--- src/logic/conv_pe_pkg.sv ---
package conv_pe_pkg;

    ////////////////////////////////////////////////////////////////////////////
    // widths
    ////////////////////////////////////////////////////////////////////////////

    // ifmap and weight values, signed
    localparam int DATA_W  = 16;
    // psum and accumulator, signed, wraps modulo 2^32
    localparam int PSUM_W  = 32;
    // columns sharing the bus
    localparam int NUM_COL = 4;
    // weight buffer depth and largest kernel
    localparam int MAX_K   = 16;

    // derived widths
    localparam int TAG_W   = $clog2(NUM_COL);
    localparam int KSIZE_W = $clog2(MAX_K + 1);
    localparam int WIDX_W  = $clog2(MAX_K);

    ////////////////////////////////////////////////////////////////////////////
    // vector types
    ////////////////////////////////////////////////////////////////////////////

    typedef logic [DATA_W-1:0]  data_t;
    typedef logic [PSUM_W-1:0]  psum_t;
    typedef logic [TAG_W-1:0]   tag_t;
    // legal range 1 to 16
    typedef logic [KSIZE_W-1:0] ksize_t;
    typedef logic [WIDX_W-1:0]  widx_t;

    // one bus beat as broadcast to the column
    typedef struct packed {
        tag_t  id;
        data_t ifmap;
        psum_t psum;
    } cast_beat_t;

    // operand handed to the mac pe
    typedef struct packed {
        data_t ifmap;
        data_t weight;
        psum_t psum;
        logic  first;
        logic  last;
    } pe_op_t;

    // weight buffer control
    typedef enum logic [1:0] {
        WB_IDLE,
        WB_LOAD,
        WB_READY
    } wbuf_state_t;

endpackage

--- src/logic/weight_buffer.sv ---
`timescale 1ns/100ps

module weight_buffer (
    input  logic                clk,
    input  logic                rstn,
    input  logic                flush,
    input  conv_pe_pkg::ksize_t kernel_size,
    input  conv_pe_pkg::data_t  weight_data,
    input  logic                rd_en,
    output conv_pe_pkg::data_t  weight,
    output logic                flush_busy
);

    conv_pe_pkg::wbuf_state_t state;
    // kernel size seen at the last flush
    conv_pe_pkg::ksize_t      k_q;
    conv_pe_pkg::widx_t       load_cnt;
    conv_pe_pkg::widx_t       rd_ptr;
    // index of the final weight, K-1
    conv_pe_pkg::widx_t       last_idx;
    conv_pe_pkg::data_t       mem [conv_pe_pkg::MAX_K];

    assign last_idx = conv_pe_pkg::widx_t'(k_q - 5'd1);

    ////////////////////////////////////////////////////////////////////////////
    // load and read control
    ////////////////////////////////////////////////////////////////////////////

    always_ff @(posedge clk or negedge rstn) begin
        if (!rstn) begin
            state    <= conv_pe_pkg::WB_IDLE;
            k_q      <= conv_pe_pkg::ksize_t'(1);
            load_cnt <= '0;
            rd_ptr   <= '0;
        end else if (flush) begin
            // a flush always restarts the load, even mid-load
            state    <= conv_pe_pkg::WB_LOAD;
            k_q      <= kernel_size;
            load_cnt <= '0;
            rd_ptr   <= '0;
        end else begin
            case (state)
                conv_pe_pkg::WB_LOAD: begin
                    // K-th weight written on this edge
                    if (load_cnt == last_idx) begin
                        state <= conv_pe_pkg::WB_READY;
                    end
                    load_cnt <= load_cnt + 1'b1;
                end
                conv_pe_pkg::WB_READY: begin
                    // cyclic read, wraps after K-1
                    if (rd_en) begin
                        if (rd_ptr == last_idx) begin
                            rd_ptr <= '0;
                        end else begin
                            rd_ptr <= rd_ptr + 1'b1;
                        end
                    end
                end
                default: begin
                    // idle until the first flush
                    state <= conv_pe_pkg::WB_IDLE;
                end
            endcase
        end
    end

    // weight storage, one entry per load cycle
    always_ff @(posedge clk) begin
        if (state == conv_pe_pkg::WB_LOAD && !flush) begin
            mem[load_cnt] <= weight_data;
        end
    end

    // unconfigured slice multiplies by zero
    assign weight     = (state == conv_pe_pkg::WB_READY) ? mem[rd_ptr] : '0;
    assign flush_busy = (state == conv_pe_pkg::WB_LOAD);

endmodule

--- src/logic/multicaster.sv ---
`timescale 1ns/100ps

module multicaster (
    input  logic                    clk,
    input  logic                    rstn,
    input  logic                    flush,
    input  conv_pe_pkg::ksize_t     cfg_kernel_size,
    input  conv_pe_pkg::tag_t       cfg_tag,
    input  logic                    beat_valid,
    input  conv_pe_pkg::cast_beat_t beat,
    input  logic                    flush_busy,
    input  conv_pe_pkg::data_t      wb_weight,
    output logic                    wb_rd_en,
    output logic                    op_valid,
    output conv_pe_pkg::pe_op_t     op
);

    // configuration latched at flush
    conv_pe_pkg::tag_t   tag_q;
    conv_pe_pkg::ksize_t k_q;

    // beats already taken in the current window
    conv_pe_pkg::widx_t  win_cnt;
    conv_pe_pkg::widx_t  last_idx;

    logic                accept;
    logic                win_first;
    logic                win_last;

    ////////////////////////////////////////////////////////////////////////////
    // configuration
    ////////////////////////////////////////////////////////////////////////////

    always_ff @(posedge clk or negedge rstn) begin
        if (!rstn) begin
            tag_q <= '0;
            k_q   <= conv_pe_pkg::ksize_t'(1);
        end else if (flush) begin
            tag_q <= cfg_tag;
            k_q   <= cfg_kernel_size;
        end
    end

    ////////////////////////////////////////////////////////////////////////////
    // beat filter and window markers
    ////////////////////////////////////////////////////////////////////////////

    // own column only, nothing while weights load
    assign accept = beat_valid && !flush && !flush_busy && (beat.id == tag_q);

    // buffer read pointer steps with every accepted beat
    assign wb_rd_en = accept;

    assign last_idx  = conv_pe_pkg::widx_t'(k_q - 5'd1);
    assign win_first = (win_cnt == '0);
    assign win_last  = (win_cnt == last_idx);

    always_ff @(posedge clk or negedge rstn) begin
        if (!rstn) begin
            win_cnt <= '0;
        end else if (flush) begin
            win_cnt <= '0;
        end else if (accept) begin
            // back to zero once the K-th beat is in
            if (win_last) begin
                win_cnt <= '0;
            end else begin
                win_cnt <= win_cnt + 1'b1;
            end
        end
    end

    ////////////////////////////////////////////////////////////////////////////
    // operand register
    ////////////////////////////////////////////////////////////////////////////

    always_ff @(posedge clk or negedge rstn) begin
        if (!rstn) begin
            op_valid <= 1'b0;
        end else begin
            op_valid <= accept;
        end
    end

    // pair the beat with the current buffer weight
    always_ff @(posedge clk) begin
        if (accept) begin
            op.ifmap  <= beat.ifmap;
            op.weight <= wb_weight;
            op.psum   <= beat.psum;
            op.first  <= win_first;
            op.last   <= win_last;
        end
    end

endmodule

--- src/logic/mac_pe.sv ---
`timescale 1ns/100ps

module mac_pe (
    input  logic                clk,
    input  logic                rstn,
    input  logic                op_valid,
    input  conv_pe_pkg::pe_op_t op,
    output logic                psum_valid,
    output conv_pe_pkg::psum_t  psum_out
);

    // stage 1 registers
    logic               s1_valid;
    conv_pe_pkg::psum_t s1_prod;
    conv_pe_pkg::psum_t s1_psum;
    logic               s1_first;
    logic               s1_last;

    // stage 2 accumulator
    conv_pe_pkg::psum_t acc;
    conv_pe_pkg::psum_t acc_next;

    ////////////////////////////////////////////////////////////////////////////
    // stage 1, signed multiply
    ////////////////////////////////////////////////////////////////////////////

    always_ff @(posedge clk or negedge rstn) begin
        if (!rstn) begin
            s1_valid <= 1'b0;
        end else begin
            s1_valid <= op_valid;
        end
    end

    always_ff @(posedge clk) begin
        if (op_valid) begin
            // 16x16 signed product fills the 32-bit psum
            s1_prod  <= conv_pe_pkg::psum_t'($signed(op.ifmap) * $signed(op.weight));
            s1_psum  <= op.psum;
            s1_first <= op.first;
            s1_last  <= op.last;
        end
    end

    ////////////////////////////////////////////////////////////////////////////
    // stage 2, accumulate
    ////////////////////////////////////////////////////////////////////////////

    // first beat seeds with the incoming psum
    assign acc_next = s1_first ? (s1_psum + s1_prod) : (acc + s1_prod);

    always_ff @(posedge clk or negedge rstn) begin
        if (!rstn) begin
            psum_valid <= 1'b0;
        end else begin
            psum_valid <= s1_valid && s1_last;
        end
    end

    always_ff @(posedge clk) begin
        if (s1_valid) begin
            acc <= acc_next;
            // result held until the next window closes
            if (s1_last) begin
                psum_out <= acc_next;
            end
        end
    end

endmodule

--- src/logic/pe_cast_top.sv ---
`timescale 1ns/100ps

module pe_cast_top (
    input  logic                    clk,
    input  logic                    rstn,
    input  logic                    flush,
    input  conv_pe_pkg::ksize_t     cfg_kernel_size,
    input  conv_pe_pkg::tag_t       cfg_tag,
    input  conv_pe_pkg::data_t      weight_data,
    input  logic                    beat_valid,
    input  conv_pe_pkg::cast_beat_t beat,
    output logic                    flush_busy,
    output logic                    psum_valid,
    output conv_pe_pkg::psum_t      psum_out
);

    // multicaster to buffer
    logic                wb_rd_en;
    conv_pe_pkg::data_t  wb_weight;
    // multicaster to pe
    logic                op_valid;
    conv_pe_pkg::pe_op_t op;

    multicaster i_multicaster (
        .clk             (clk),
        .rstn            (rstn),
        .flush           (flush),
        .cfg_kernel_size (cfg_kernel_size),
        .cfg_tag         (cfg_tag),
        .beat_valid      (beat_valid),
        .beat            (beat),
        .flush_busy      (flush_busy),
        .wb_weight       (wb_weight),
        .wb_rd_en        (wb_rd_en),
        .op_valid        (op_valid),
        .op              (op)
    );

    // weights come straight from the bus during the load
    weight_buffer i_weight_buffer (
        .clk         (clk),
        .rstn        (rstn),
        .flush       (flush),
        .kernel_size (cfg_kernel_size),
        .weight_data (weight_data),
        .rd_en       (wb_rd_en),
        .weight      (wb_weight),
        .flush_busy  (flush_busy)
    );

    mac_pe i_mac_pe (
        .clk        (clk),
        .rstn       (rstn),
        .op_valid   (op_valid),
        .op         (op),
        .psum_valid (psum_valid),
        .psum_out   (psum_out)
    );

endmodule

--- config.mk ---
export PLATFORM = sky130hd
export DESIGN_NAME = pe_cast_top
export DESIGN_NICKNAME = d
export VERILOG_FILES = /design/src/logic/conv_pe_pkg.sv /design/src/logic/weight_buffer.sv /design/src/logic/multicaster.sv /design/src/logic/mac_pe.sv /design/src/logic/pe_cast_top.sv
export SDC_FILE = /design/constraint.sdc
export NUM_CORES = 1
export LEC_CHECK = 0
export ABC_CLOCK_PERIOD_IN_PS = 6600
export CORE_AREA = 2 2 245 247
export DETAILED_ROUTE_END_ITERATION = 12
export DIE_AREA = 0 0 247 249
export DONT_BUFFER_PORTS = 1
export PLACE_DENSITY = 0.75
export SYNTH_ARGS = -nofsm -noshare
export SYNTH_HDL_FRONTEND = slang
export SYNTH_SLANG_ARGS = --single-unit
--- constraint.sdc ---
create_clock -name clk -period 6.6 [get_ports clk]
set_input_delay 0.99 -clock clk [delete_from_list [all_inputs] [get_ports clk]]
set_output_delay 0.99 -clock clk [all_outputs]
set_load 0.02 [all_outputs]
-- After elaboration in Yosys (flattened, before gate mapping)
Memory sizes are Yosys's and may differ from the RTL's. A register that Yosys moved wholly into a read port is not among the register bits.
Index checks and enable logic that the tools add are counted.
- add/sub/neg operators: 6
- multipliers: 1
- divide/modulo/power cells: 0
- magnitude comparators: 0
- equal/unequal tests: 8
- shift-type cells: 0
- muxes and demuxes: 15
- bitwise gates (word level): 0
- reductions and logical operators: 15
- operators with widths (operator ; number):
    $add A32 B32 Y32 ; 2
    $mux W4 ; 9
    $mul A16 B16 Y32 ; 1
    $mux W32 ; 1
    $add A4 B1 Y4 const B ; 3
    $eq A4 B4 Y1 ; 3
    $reduce_and A2 Y1 ; 3
    $reduce_bool A2 Y1 ; 3
    $logic_and A1 B1 Y1 ; 5
    $logic_not A4 Y1 ; 1
    $mux W2 ; 2
    $pmux W2 S2 ; 1
    $sub A4 B1 Y4 const B ; 1
    $logic_not A1 Y1 ; 3
    $ne A3 B2 Y1 const B ; 1
    $eq A2 B1 Y1 const B ; 1
    $eq A2 B2 Y1 ; 1
    $eq A2 B2 Y1 const B ; 1
    $mux W1 ; 2
    $ne A2 B2 Y1 const B ; 1
- bits in registers: 203
- latch bits: 0
- bits in writable memories: 256
- ROM bits: 0
- bits of input ports: 77
- output and inout bits: 34
- logic and storage cells: 65
- memories kept: 1
- memory list (name ; depth ; bits a word ; rd ports ; clocked after Yosys merged registers in ; wr ports ; RTL line ; RTL):
    i_weight_buffer.mem ; 16 ; 16 ; 1 ; 1 ; 1 ; weight_buffer.sv:21 ; conv_pe_pkg::data_t mem [conv_pe_pkg::MAX_K];

-- Logic depth before layout (Yosys ltp)
Gate-level depths: netlist of the first run.
- depth after elaboration: 7
- gate-level depth with buffers: 22
- mapped depth without buffers: 21

-- By module
Synthesis of the first run repeated with hierarchy kept, for this count alone.
- cell total of the unflattened synthesis: 2186
- area total of the unflattened synthesis: 29216.8 µm²
- by module, submodules not included (module ; instances ; cells an instance ; area an instance (µm²)):
    mac_pe ; 1 ; 1495 ; 15822.7
    weight_buffer ; 1 ; 571 ; 10787.8
    multicaster ; 1 ; 120 ; 2606.2

-- Worst setup path before layout of the first run
No wires, ideal clock.
- kind: reg2reg
- from: reg, netlist name i_multicaster.op[35]
- to: reg i_mac_pe.s1_prod[29], data pin
- data arrival time: 5.593 ns
- setup slack: 0.745 ns
- cell stages (with the launch flop): 22
- cells stage by stage: edfxtp_1 > clkbuf_1 > nand2_1 > inv_1 > fa_1 > fa_1 > inv_1 > fa_1 > inv_1 > fa_1 > fa_1 > inv_1 > fa_1 > inv_1 > ha_1 > and3_1 > and2_1 > a221oi_1 > o21ai_2 > a41oi_2 > a21oi_1 > xor2_1
- word-level cells in the longest chain between the ends: 1
- ends and longest elaborated chain (item ; RTL line ; RTL):
    $mul A16 B16 Y32 ; mac_pe.sv:38 ; s1_prod <= conv_pe_pkg::psum_t'($signed(op.ifmap) * $signed(op.weight));
    end signal: assignment ; mac_pe.sv:38 ;
    end: declaration ; mac_pe.sv:14 ; conv_pe_pkg::psum_t s1_prod;
Every way passes these cells.
A chain may end at the register's enable or synchronous reset.

-- Worst setup path after layout of the first run
- from: reg, netlist name i_multicaster.op[37]
- to: reg i_mac_pe.s1_prod[29], data pin
- word-level cells in the longest chain between the ends: 1
- ends and longest elaborated chain (item ; RTL line):
    $mul A16 B16 Y32 ; mac_pe.sv:38
Every way passes these cells.

==> flow_metrics.env, run 1 <==
export IMPL_grt_antenna_before_repair=6
export IMPL_dr_first_iter_drc_count=959
export IMPL_critical_path_startpoint_type="register"
export IMPL_row_count=89
export IMPL_hold_viol=0
export IMPL_maxSlewViolCount=0
export IMPL_vias_per_cell=5.49
export IMPL_grt_max_degree=75
export IMPL_place_congestion=0.887
export IMPL_placed_cells=2835
export IMPL_io_buffers=0
export IMPL_final_cells=2937
export IMPL_drt_first_pass_iters=7
export IMPL_synth_area_leader_cell="edfxtp_1"
export IMPL_nFillCells=4563
export IMPL_syn_area_mm2=0.0291
export IMPL_avgSynthCellArea_um2=13.7
export IMPL_rsz0062_at_grt="no"
export IMPL_clock_latency_ns=0.62
export IMPL_drcViolationCount=0
export IMPL_design_core_area_mm2=0.0587
export IMPL_p_leak_nw=12.3
export IMPL_clk_pin_slew_ns=0.07
export IMPL_period_minus_slack_ns=6.30
export IMPL_status="finished, final reports clean"
export IMPL_hold_buffers=0
export IMPL_synthTopCellsByArea="edfxtp_1 47%, fa_1 18%, mux4_2 6.2%, ha_1 5.2%, inv_1 4.3%"
export IMPL_power_density_mw_per_mm2=252
export IMPL_fmax_ghz=0.159
export IMPL_synthFlopType="edfxtp_1"
export IMPL_critPathArrivalTime_ns=6.65
export IMPL_finClkSkew_ns=0.0246
export IMPL_start_util_pct=49.6
export IMPL_mostFrequentLayoutCells="452 x edfxtp_1, 333 x inv_1, 262 x fa_1"
export IMPL_fin_ws_ns=0.297
export IMPL_grt_pass1_vias=17300
export IMPL_synth_edf_count=452
export IMPL_ir_drop_mv=0.269
export IMPL_antenna_left=0
export IMPL_cts_buffers=49
export IMPL_ys_types=66
export IMPL_wl_per_cell_um=19.9
export IMPL_dieArea_mm2=0.0615
export IMPL_wl_um=58300
export IMPL_setup_tns_ns=0
export IMPL_hold_class="primary input to asynchronous set/reset pin"
export IMPL_num_nets_final=2581
export IMPL_yosysSeqAreaShare_pct=48.7
export IMPL_crit_path_max_fanout=12
export IMPL_dpl_worst_slack_ns=0.108
export IMPL_finalSetupViolations=0
export IMPL_crit_required_ns=6.95
export IMPL_finish_utilization_pct=54.0
export IMPL_num_io_pins=111
export IMPL_path_class="register to register"
export IMPL_syn_inst=2116
export IMPL_cp_slowest_cell="edfxtp_1"
export IMPL_period_share_pct=95.5
export IMPL_worst_pin_slew_ns=1.17
export IMPL_synth_seq_cells=475
export IMPL_cap_viol_max_count=0
export IMPL_layout_commonest_cell="edfxtp_1"
export IMPL_cp_cell_sequence="buf_4, and2_1, fa_1, inv_1, fa_1, fa_1, inv_1, fa_1, fa_1, inv_1, fa_1, inv_1, ha_1, and3_1, and2_1, a221oi_1, o21ai_2, a41oi_2, a21oi_1, xor2_1"
export IMPL_cts_sink_count=475
export IMPL_hpwlAfterDp_um=41000
export IMPL_vias=16100
export IMPL_slowest_delay_ns=0.59
export IMPL_netlist_area_leader_share_pct=46.7
export IMPL_grt_pass1_wl_um=93800
export IMPL_layout_drive_gt1_share_pct=11.6
export IMPL_cts_tree="yes"
export IMPL_cts_max_path_buffers=3
export IMPL_ys_warn_count=0
export IMPL_cts_root_buffer="clkbuf_16"
export IMPL_area_delta_synth_final_pct=9.07
export IMPL_die_w_um=247
export IMPL_synth_nets=2577
export IMPL_overflow=0
export IMPL_htree_levels=2
export IMPL_die_y_um=249
export IMPL_grt_usage_pct=19.5
export IMPL_async_reset_ff_share_pct=4.84
export IMPL_critical_path_most_common_cell="fa_1"
export IMPL_endpoint_kind="register"
export IMPL_max_slew_margin_pct=21.8
[metal layers]
metal  wire length, um  vias to the layer above  GRT usage (%)
met5                43                        -              0
met4              1540                        6           5.99
met3              3690                      114           3.81
met2             29700                      517           34.2
met1             23400                     8227           24.3
li1                  -                     7269              -
[flip-flops by register name (all words and copies together) (netlist names), 2 cells and up]
register,count
i_weight_buffer.state,2
i_weight_buffer.rd_ptr,4
i_mac_pe.psum_out,32
i_multicaster.win_cnt,4
i_weight_buffer.k_q,4
i_weight_buffer.mem,256
i_mac_pe.s1_prod,32
i_mac_pe.s1_psum,32
i_weight_buffer.load_cnt,4
i_multicaster.tag_q,2
i_mac_pe.acc,32
i_multicaster.op,66
[cell type report]
| cell class | count | area (um^2) | area share (%) |
|---|---|---|---|
| multi-input combinational | 1236 | 13400 | 42.4 |
| clock buffer | 54 | 1240 | 3.93 |
| tap | 773 | 967 | 3.05 |
| clock inverter | 38 | 435 | 1.37 |
| sequential | 475 | 14200 | 44.6 |
| antenna | 3 | 7.51 | 0.0237 |
| timing repair buffer | 25 | 213 | 0.671 |
| inverter | 333 | 1250 | 3.94 |
[per-stage QoR]
stage	instance area, um^2	hold slack, ns	total power, mW
3_5_place_dp	29900	0.406	5.19
3_3_place_gp	29900	0.406	5.12
4_1_cts	31600	0.0318	8.06
2_1_floorplan	29100	0.400	4.84
6_report	31700	0.0640	7.99
5_1_grt	31700	0.0304	8.37
[report_power, final]
group | internal, mW | total [mW] | switching (mW)
clock | 1.66 | 2.86 | 1.20
combinational | 0.687 | 1.55 | 0.859
sequential | 3.50 | 3.59 | 0.0905
total | 5.84 | 7.99 | 2.15
[synth_stat cells, types with 5 or more instances]
| master | instances |
|---|---|
| edfxtp_1 | 452 |
| inv_1 | 333 |
| fa_1 | 263 |
| nand2_1 | 153 |
| and2_1 | 131 |
| ha_1 | 121 |
| mux4_2 | 80 |
| nor2_1 | 63 |
| clkbuf_1 | 54 |
| a21oi_1 | 51 |
| xnor2_1 | 48 |
| mux2_2 | 35 |
| o21ai_0 | 31 |
| xor2_1 | 30 |
| a21o_1 | 27 |
| dfrtp_1 | 22 |
| nor2b_1 | 22 |
| nand2b_1 | 18 |
| nand3_1 | 18 |
| nor3_1 | 14 |
| o21ai_1 | 14 |
| a211oi_1 | 10 |
| a31oi_1 | 10 |
| buf_2 | 10 |
| o21a_1 | 8 |
| and3_1 | 7 |
| o21bai_1 | 7 |
| nand4_1 | 6 |
| o31ai_1 | 6 |
| a2111oi_0 | 5 |
| o211ai_1 | 5 |
[cell families (layout without fill, tap and decap cells)]
| kind of cell | count (synthesis) | after routing | synth area share, % |
|---|---|---|---|
| AOI/OAI and AO/OA | 210 | 210 | 4.85 |
| xor gates and xnor gates | 79 | 79 | 2.43 |
| adders and majority gates | 384 | 384 | 23.3 |
| buffers and inverters | 405 | 450 | 5.39 |
| DFF | 475 | 475 | 48.7 |
| muxes | 118 | 118 | 7.65 |
| other | 0 | 3 | 0 |
| and+or+nand+nor | 445 | 445 | 7.71 |
[worst max-delay path, delay by kind of cell, from the launching register on]
family                   cells  cell delay (ns)
AO/OA/AOI/OAI                4             0.99
XOR/XNOR                     1             0.14
flip-flops                   1             0.59
buffers and inverters        5             0.45
adder cells (fa/ha/maj)      7             3.30
AND/OR/NAND/NOR              3             0.55
[worst paths after layout]
check / cells after the start / endpoint / start / slack [ns]
setup / recovery: 20 / i_mac_pe.s1_prod[29] / i_multicaster.op[37] / 0.30
hold / removal: 0 / i_multicaster.win_cnt[0] / rstn / 0.06
setup reg to reg: 20 / i_mac_pe.s1_prod[29] / i_multicaster.op[37] / 0.30
hold reg to reg: 0 / i_mac_pe.s1_psum[26] / i_multicaster.op[28] / 0.42
max in group asynchronous: 0 / i_weight_buffer.k_q[0] / rstn / 6.36
min in group clk: 0 / i_mac_pe.s1_psum[26] / i_multicaster.op[28] / 0.42
[timing repair]
item | in CTS | in global routing
setup buffers | 0 | 7
resized for setup | 0 | 2
endpoints found under the setup margin | 0 | 3
(Power assumes the default switching activity.)
==> run 2, diff against run 1 <==
--- a/config.mk
+++ b/config.mk
@@ -10,6 +10,7 @@
 export DETAILED_ROUTE_END_ITERATION = 12
 export DIE_AREA = 0 0 247 249
 export DONT_BUFFER_PORTS = 1
+export MAX_ROUTING_LAYER = met4
 export PLACE_DENSITY = 0.75
 export SYNTH_ARGS = -nofsm -noshare
 export SYNTH_HDL_FRONTEND = slang
==> run 2 against run 1 <==
Net effect: routed wire length is 1.2% higher; sequential power about the same; critical path depth down 2; via count decreased by 0.58%; critical endpoint is now i_mac_pe.s1_prod[30]; fmax up 0.85%; largest power group unchanged.
==> flow_metrics.env, run 2 (synthesized netlist as in run 1, its figures left out) <==
export IMPL_cts_root_buffer="clkbuf_16"
export IMPL_ir_drop_mv=0.270
export IMPL_mostFrequentLayoutCells="452 x edfxtp_1, 333 x inv_1, 262 x fa_1"
export IMPL_setup_tns_ns=0
export IMPL_clk_pin_slew_ns=0.07
export IMPL_layout_drive_gt1_share_pct=11.3
export IMPL_hold_viol=0
export IMPL_worst_pin_slew_ns=1.25
export IMPL_cts_tree="yes"
export IMPL_grt_pass1_wl_um=94600
export IMPL_r2r_start="i_multicaster.op[65]"
export IMPL_largest_reg_flops=256
export IMPL_cp_startpoint="i_multicaster.op[65]"
export IMPL_place_congestion=0.894
export IMPL_power_density_mw_per_mm2=248
export IMPL_period_minus_slack_ns=6.25
export IMPL_p_sw_mw=2.12
export IMPL_wl_um=59000
export IMPL_rrSetupSlack_ns=0.35
export IMPL_cp_cell_sequence="nand2_1, inv_1, fa_1, fa_2, inv_1, fa_1, fa_1, inv_1, fa_1, fa_1, ha_1, a21o_1, a21o_1, a21oi_1, nand2_1, a2111oi_1, nor2_1, xor2_1"
export IMPL_drcViolationCount=0
export IMPL_slowest_delay_ns=0.73
export IMPL_p_leak_nw=12.3
export IMPL_critical_path_most_common_cell="fa_1"
export IMPL_pwr_share_comb_pct=19.7
export IMPL_multi_input_area_mm2=0.0134
export IMPL_clock_latency_ns=0.62
export IMPL_grt_antenna_before_repair=4
export IMPL_cts_sink_count=475
export IMPL_num_io_pins=111
export IMPL_critPathArrivalTime_ns=6.62
export IMPL_clock_power_share_pct=34.6
export IMPL_die_w_um=247
export IMPL_htree_levels=2
export IMPL_endpoint_kind="register"
export IMPL_max_slew_margin_pct=16.5
export IMPL_seq_power_share_pct=45.7
export IMPL_vias=16000
export IMPL_row_count=89
export IMPL_cts_buffers=49
export IMPL_hpwlAfterDp_um=41200
export IMPL_rsz0062_at_grt="no"
export IMPL_finClkSkew_ns=0.0508
export IMPL_cp_slowest_cell="fa_2"
export IMPL_antenna_left=0
export IMPL_die_y_um=249
export IMPL_final_seq_area_mm2=0.0142
export IMPL_p_int_mw=5.73
export IMPL_design_core_area_mm2=0.0587
export IMPL_cts_max_path_buffers=3
export IMPL_grt_max_degree=75
export IMPL_nFillCells=4554
export IMPL_area_delta_synth_final_pct=8.66
export IMPL_start_util_pct=49.6
export IMPL_fin_hold_ws_ns=0.0750
export IMPL_switching_share_pct=27.0
export IMPL_drt_first_pass_iters=6
export IMPL_vias_per_cell=5.47
export IMPL_io_buffers=0
export IMPL_status="finished, final reports clean"
export IMPL_critical_path_startpoint_type="register"
export IMPL_period_share_pct=94.7
export IMPL_crit_path_max_fanout=8
export IMPL_fmax_ghz=0.160
export IMPL_overflow=0
export IMPL_crit_required_ns=6.97
export IMPL_wl_per_cell_um=20.1
export IMPL_grt_usage_pct=20.3
export IMPL_largest_register="i_weight_buffer.mem"
export IMPL_cap_viol_max_count=0
export IMPL_dr_first_iter_drc_count=1040
export IMPL_layout_commonest_cell="edfxtp_1"
export IMPL_path_class="register to register"
export IMPL_finalSetupViolations=0
export IMPL_num_nets_final=2579
export IMPL_maxSlewViolCount=0
export IMPL_grt_pass1_vias=17600
export IMPL_dieArea_mm2=0.0615
export IMPL_hold_class="primary input to asynchronous set/reset pin"
export IMPL_total_power_mw=7.84
export IMPL_top_regs="i_weight_buffer.mem (256), i_multicaster.op (66)"
run 2: layer usage:
layer	wire length, um	track usage (%)
met1	23800	24.5
met2	29400	33.4
met3	3850	4.52
met4	1950	7.76
met5	0	-
run 2: critical path, delay by kind of cell, from the launching register on:
family / cells / cell delay (ns)
fa+ha+maj: 7 / 3.58
compound gates: 4 / 1.03
flops: 1 / 0.55
simple gates: 3 / 0.44
buf+inv: 3 / 0.24
xor+xnor: 1 / 0.16
run 2: power groups by stage:
stage | combinational, mW | clock, mW | sequential (mW)
after floorplan | 1.24 | 0 | 3.59
after global placement | 1.49 | 0 | 3.64
after detailed placement | 1.54 | 0 | 3.65
after CTS | 1.55 | 2.77 | 3.59
after global routing | 1.74 | 2.87 | 3.60
final | 1.54 | 2.71 | 3.59
run 2: final cells by class:
cell class              count  area share (%)
repair buffers             23           0.626
diodes                      4          0.0317
multi-input cells        1236            42.5
inverters                 333            3.96
well taps                 773            3.06
flip-flops and latches    475            44.8
clock buffers              58            4.02
clock inverters            31           0.962
run 2: what timing repair did:
action                                  CTS  global route
hold buffers                              0             0
buffers inserted                          0             3
endpoints found under the setup margin    0             1
resized for setup                         0             2
run 2: worst paths after layout:
check	to	cells after the start
max	i_mac_pe.s1_prod[30]	18
min	i_weight_buffer.rd_ptr[0]	0
max reg2reg	i_mac_pe.s1_prod[30]	18
min reg2reg	i_mac_pe.s1_psum[21]	0
max in group asynchronous	i_weight_buffer.k_q[0]	0
min in group clk	i_mac_pe.s1_psum[21]	0
run 2: through the flow:
step | instances | setup WS (ns) | util [%] | area, um^2
after floorplan | 2116 | 0.745 | - | 29100
after global placement | 2837 | 0.185 | 51.1 | 30000
after detailed placement | 2837 | 0.168 | 51.1 | 30000
after CTS | 2926 | 0.183 | 53.7 | 31500
after global routing | 2933 | 0.0581 | 53.8 | 31600
final | 2933 | 0.350 | 53.8 | 31600
==> run 3, diff against run 2 <==
--- a/config.mk
+++ b/config.mk
@@ -12,6 +12,7 @@
 export DONT_BUFFER_PORTS = 1
 export MAX_ROUTING_LAYER = met4
 export PLACE_DENSITY = 0.75
+export REMOVE_ABC_BUFFERS = 1
 export SYNTH_ARGS = -nofsm -noshare
 export SYNTH_HDL_FRONTEND = slang
 export SYNTH_SLANG_ARGS = --single-unit
==> run 3 against run 2 <==
Net effect: register-to-register slack improved by 0.04 ns; highest routed layer unchanged; largest cell class unchanged; combinational power about the same; largest power group unchanged; via count is 0.34% lower.
==> flow_metrics.env, run 3 (synthesized netlist as in run 1, its figures left out) <==
export IMPL_nFillCells=4588
export IMPL_dieArea_mm2=0.0615
export IMPL_max_slew_margin_pct=15.3
export IMPL_largest_reg_flops=256
export IMPL_crit_required_ns=6.94
export IMPL_endpoint_kind="register"
export IMPL_switching_share_pct=27.2
export IMPL_fmax_ghz=0.161
export IMPL_start_util_pct=49.6
export IMPL_antenna_left=0
export IMPL_critical_path_startpoint_type="register"
export IMPL_finish_utilization_pct=53.9
export IMPL_hold_class="primary input to asynchronous set/reset pin"
export IMPL_wl_per_cell_um=20.0
export IMPL_grt_pass1_wl_um=94100
export IMPL_rsz0062_at_grt="no"
export IMPL_cts_root_buffer="clkbuf_16"
export IMPL_cp_slowest_cell="edfxtp_1"
export IMPL_fin_hold_ws_ns=0.0693
export IMPL_vias_per_cell=5.45
export IMPL_p_leak_nw=12.3
export IMPL_period_share_pct=94.0
export IMPL_num_nets_final=2585
export IMPL_clock_power_share_pct=34.5
export IMPL_clock_latency_ns=0.61
export IMPL_dr_first_iter_drc_count=1085
export IMPL_cts_max_path_buffers=3
export IMPL_slowest_delay_ns=0.76
export IMPL_grt_pass1_vias=17300
export IMPL_final_seq_area_mm2=0.0142
export IMPL_hold_buffers=0
export IMPL_design_core_area_mm2=0.0587
export IMPL_period_minus_slack_ns=6.21
export IMPL_grt_usage_pct=20.2
export IMPL_hold_viol=0
export IMPL_layout_commonest_cell="edfxtp_1"
export IMPL_dr_wl_met2_um=30100
export IMPL_cts_tree="yes"
export IMPL_critical_path_most_common_cell="fa_1"
export IMPL_htree_levels=2
export IMPL_die_y_um=249
export IMPL_ir_drop_mv=0.318
export IMPL_cts_sink_count=475
export IMPL_path_class="register to register"
export IMPL_dr_wl_met3_um=3610
export IMPL_io_buffers=0
export IMPL_p_sw_mw=2.13
export IMPL_layout_drive_gt1_share_pct=11.3
export IMPL_status="finished, final reports clean"
export IMPL_largest_register="i_weight_buffer.mem"
export IMPL_mostFrequentLayoutCells="452 x edfxtp_1, 333 x inv_1, 262 x fa_1"
export IMPL_grt_antenna_before_repair=1
export IMPL_row_count=89
export IMPL_setup_tns_ns=0
export IMPL_overflow=0
export IMPL_die_w_um=247
export IMPL_cts_buffers=50
export IMPL_pwr_share_comb_pct=19.7
export IMPL_grt_max_degree=75
export IMPL_hpwlAfterDp_um=40800
export IMPL_area_delta_synth_final_pct=8.68
export IMPL_cp_cell_sequence="nand2_1, fa_1, inv_1, fa_1, fa_1, fa_1, fa_1, inv_1, fa_1, inv_1, ha_1, a21o_1, a21o_1, a221oi_1, o21ai_2, a41oi_2, a21oi_1, xnor2_1"
export IMPL_clk_pin_slew_ns=0.07
export IMPL_routed_top_layer="met4"
export IMPL_vias=16000
export IMPL_worst_pin_slew_ns=1.27
export IMPL_finClkSkew_ns=0.0421
export IMPL_drt_first_pass_iters=5
export IMPL_seq_power_share_pct=45.8
export IMPL_drcViolationCount=0
export IMPL_finalSetupViolations=0
export IMPL_cap_viol_max_count=0
export IMPL_place_congestion=0.889
export IMPL_critPathArrivalTime_ns=6.55
export IMPL_maxSlewViolCount=0
export IMPL_top_regs="i_weight_buffer.mem (256), i_multicaster.op (66)"
export IMPL_wl_um=58800
export IMPL_drt_met1_wl_um=23700
export IMPL_power_density_mw_per_mm2=248
export IMPL_num_io_pins=111
export IMPL_multi_input_area_mm2=0.0134
export IMPL_crit_path_max_fanout=16
export IMPL_p_int_mw=5.70
run 3: power by group through the flow:
| stage | Combinational (mW) | Sequential (mW) | Clock (mW) |
|---|---|---|---|
| finish | 1.54 | 3.58 | 2.70 |
| global route | 1.73 | 3.60 | 2.87 |
| CTS | 1.55 | 3.59 | 2.76 |
| detailed placement | 1.53 | 3.65 | 0 |
| global placement | 1.49 | 3.64 | 0 |
| floorplan | 1.20 | 3.63 | 0 |
run 3: what timing repair did:
| item | in CTS | in global routing |
|---|---|---|
| setup endpoints to repair | 0 | 3 |
| resized for setup | 0 | 2 |
| buffers inserted | 0 | 5 |
run 3: through the flow:
step	cell area, um^2	setup slack (ns)	std cells	power [mW]
final	31600	0.393	2935	7.82
after global routing	31600	0.0960	2935	8.20
after CTS	31600	0.133	2929	7.89
after detailed placement	30000	0.179	2840	5.18
after global placement	30000	0.221	2840	5.12
after floorplan	28800	0.813	2044	4.83
run 3: area by class of cell:
type / instances / area share (%)
Sequential cell: 475 / 44.8
Multi-Input combinational cell: 1236 / 42.5
Clock buffer: 57 / 4.04
Inverter: 333 / 3.96
Tap cell: 773 / 3.06
Clock inverter: 32 / 0.938
Timing Repair Buffer: 28 / 0.665
Antenna cell: 1 / 0.00792
run 3: critical path, delay by kind of cell, from the launching register on:
family          cells  cell delay [ns]
compound gates      6             1.30
xor+xnor            1             0.15
fa+ha+maj           7             3.42
buf+inv             3             0.14
flops               1             0.76
simple gates        1             0.17
run 3: routing by layer:
layer	vias up	track usage, %
met1	8066	24.7
met2	537	34.5
met3	110	3.39
li1	7271	-
met5	-	-
met4	0	5.97
run 3: path summary, 6_finish.rpt:
kind	startpoint	endpoint	slack (ns)	depth (start not counted)
max	i_multicaster.op[61]	i_mac_pe.s1_prod[31]	0.39	18
min	rstn	i_multicaster.win_cnt[0]	0.07	0
max reg2reg	i_multicaster.op[61]	i_mac_pe.s1_prod[31]	0.39	18
min reg2reg	i_multicaster.op[2]	i_mac_pe.s1_psum[0]	0.42	0
max in group asynchronous	rstn	i_weight_buffer.k_q[0]	6.36	0
min in group clk	i_multicaster.op[2]	i_mac_pe.s1_psum[0]	0.42	0
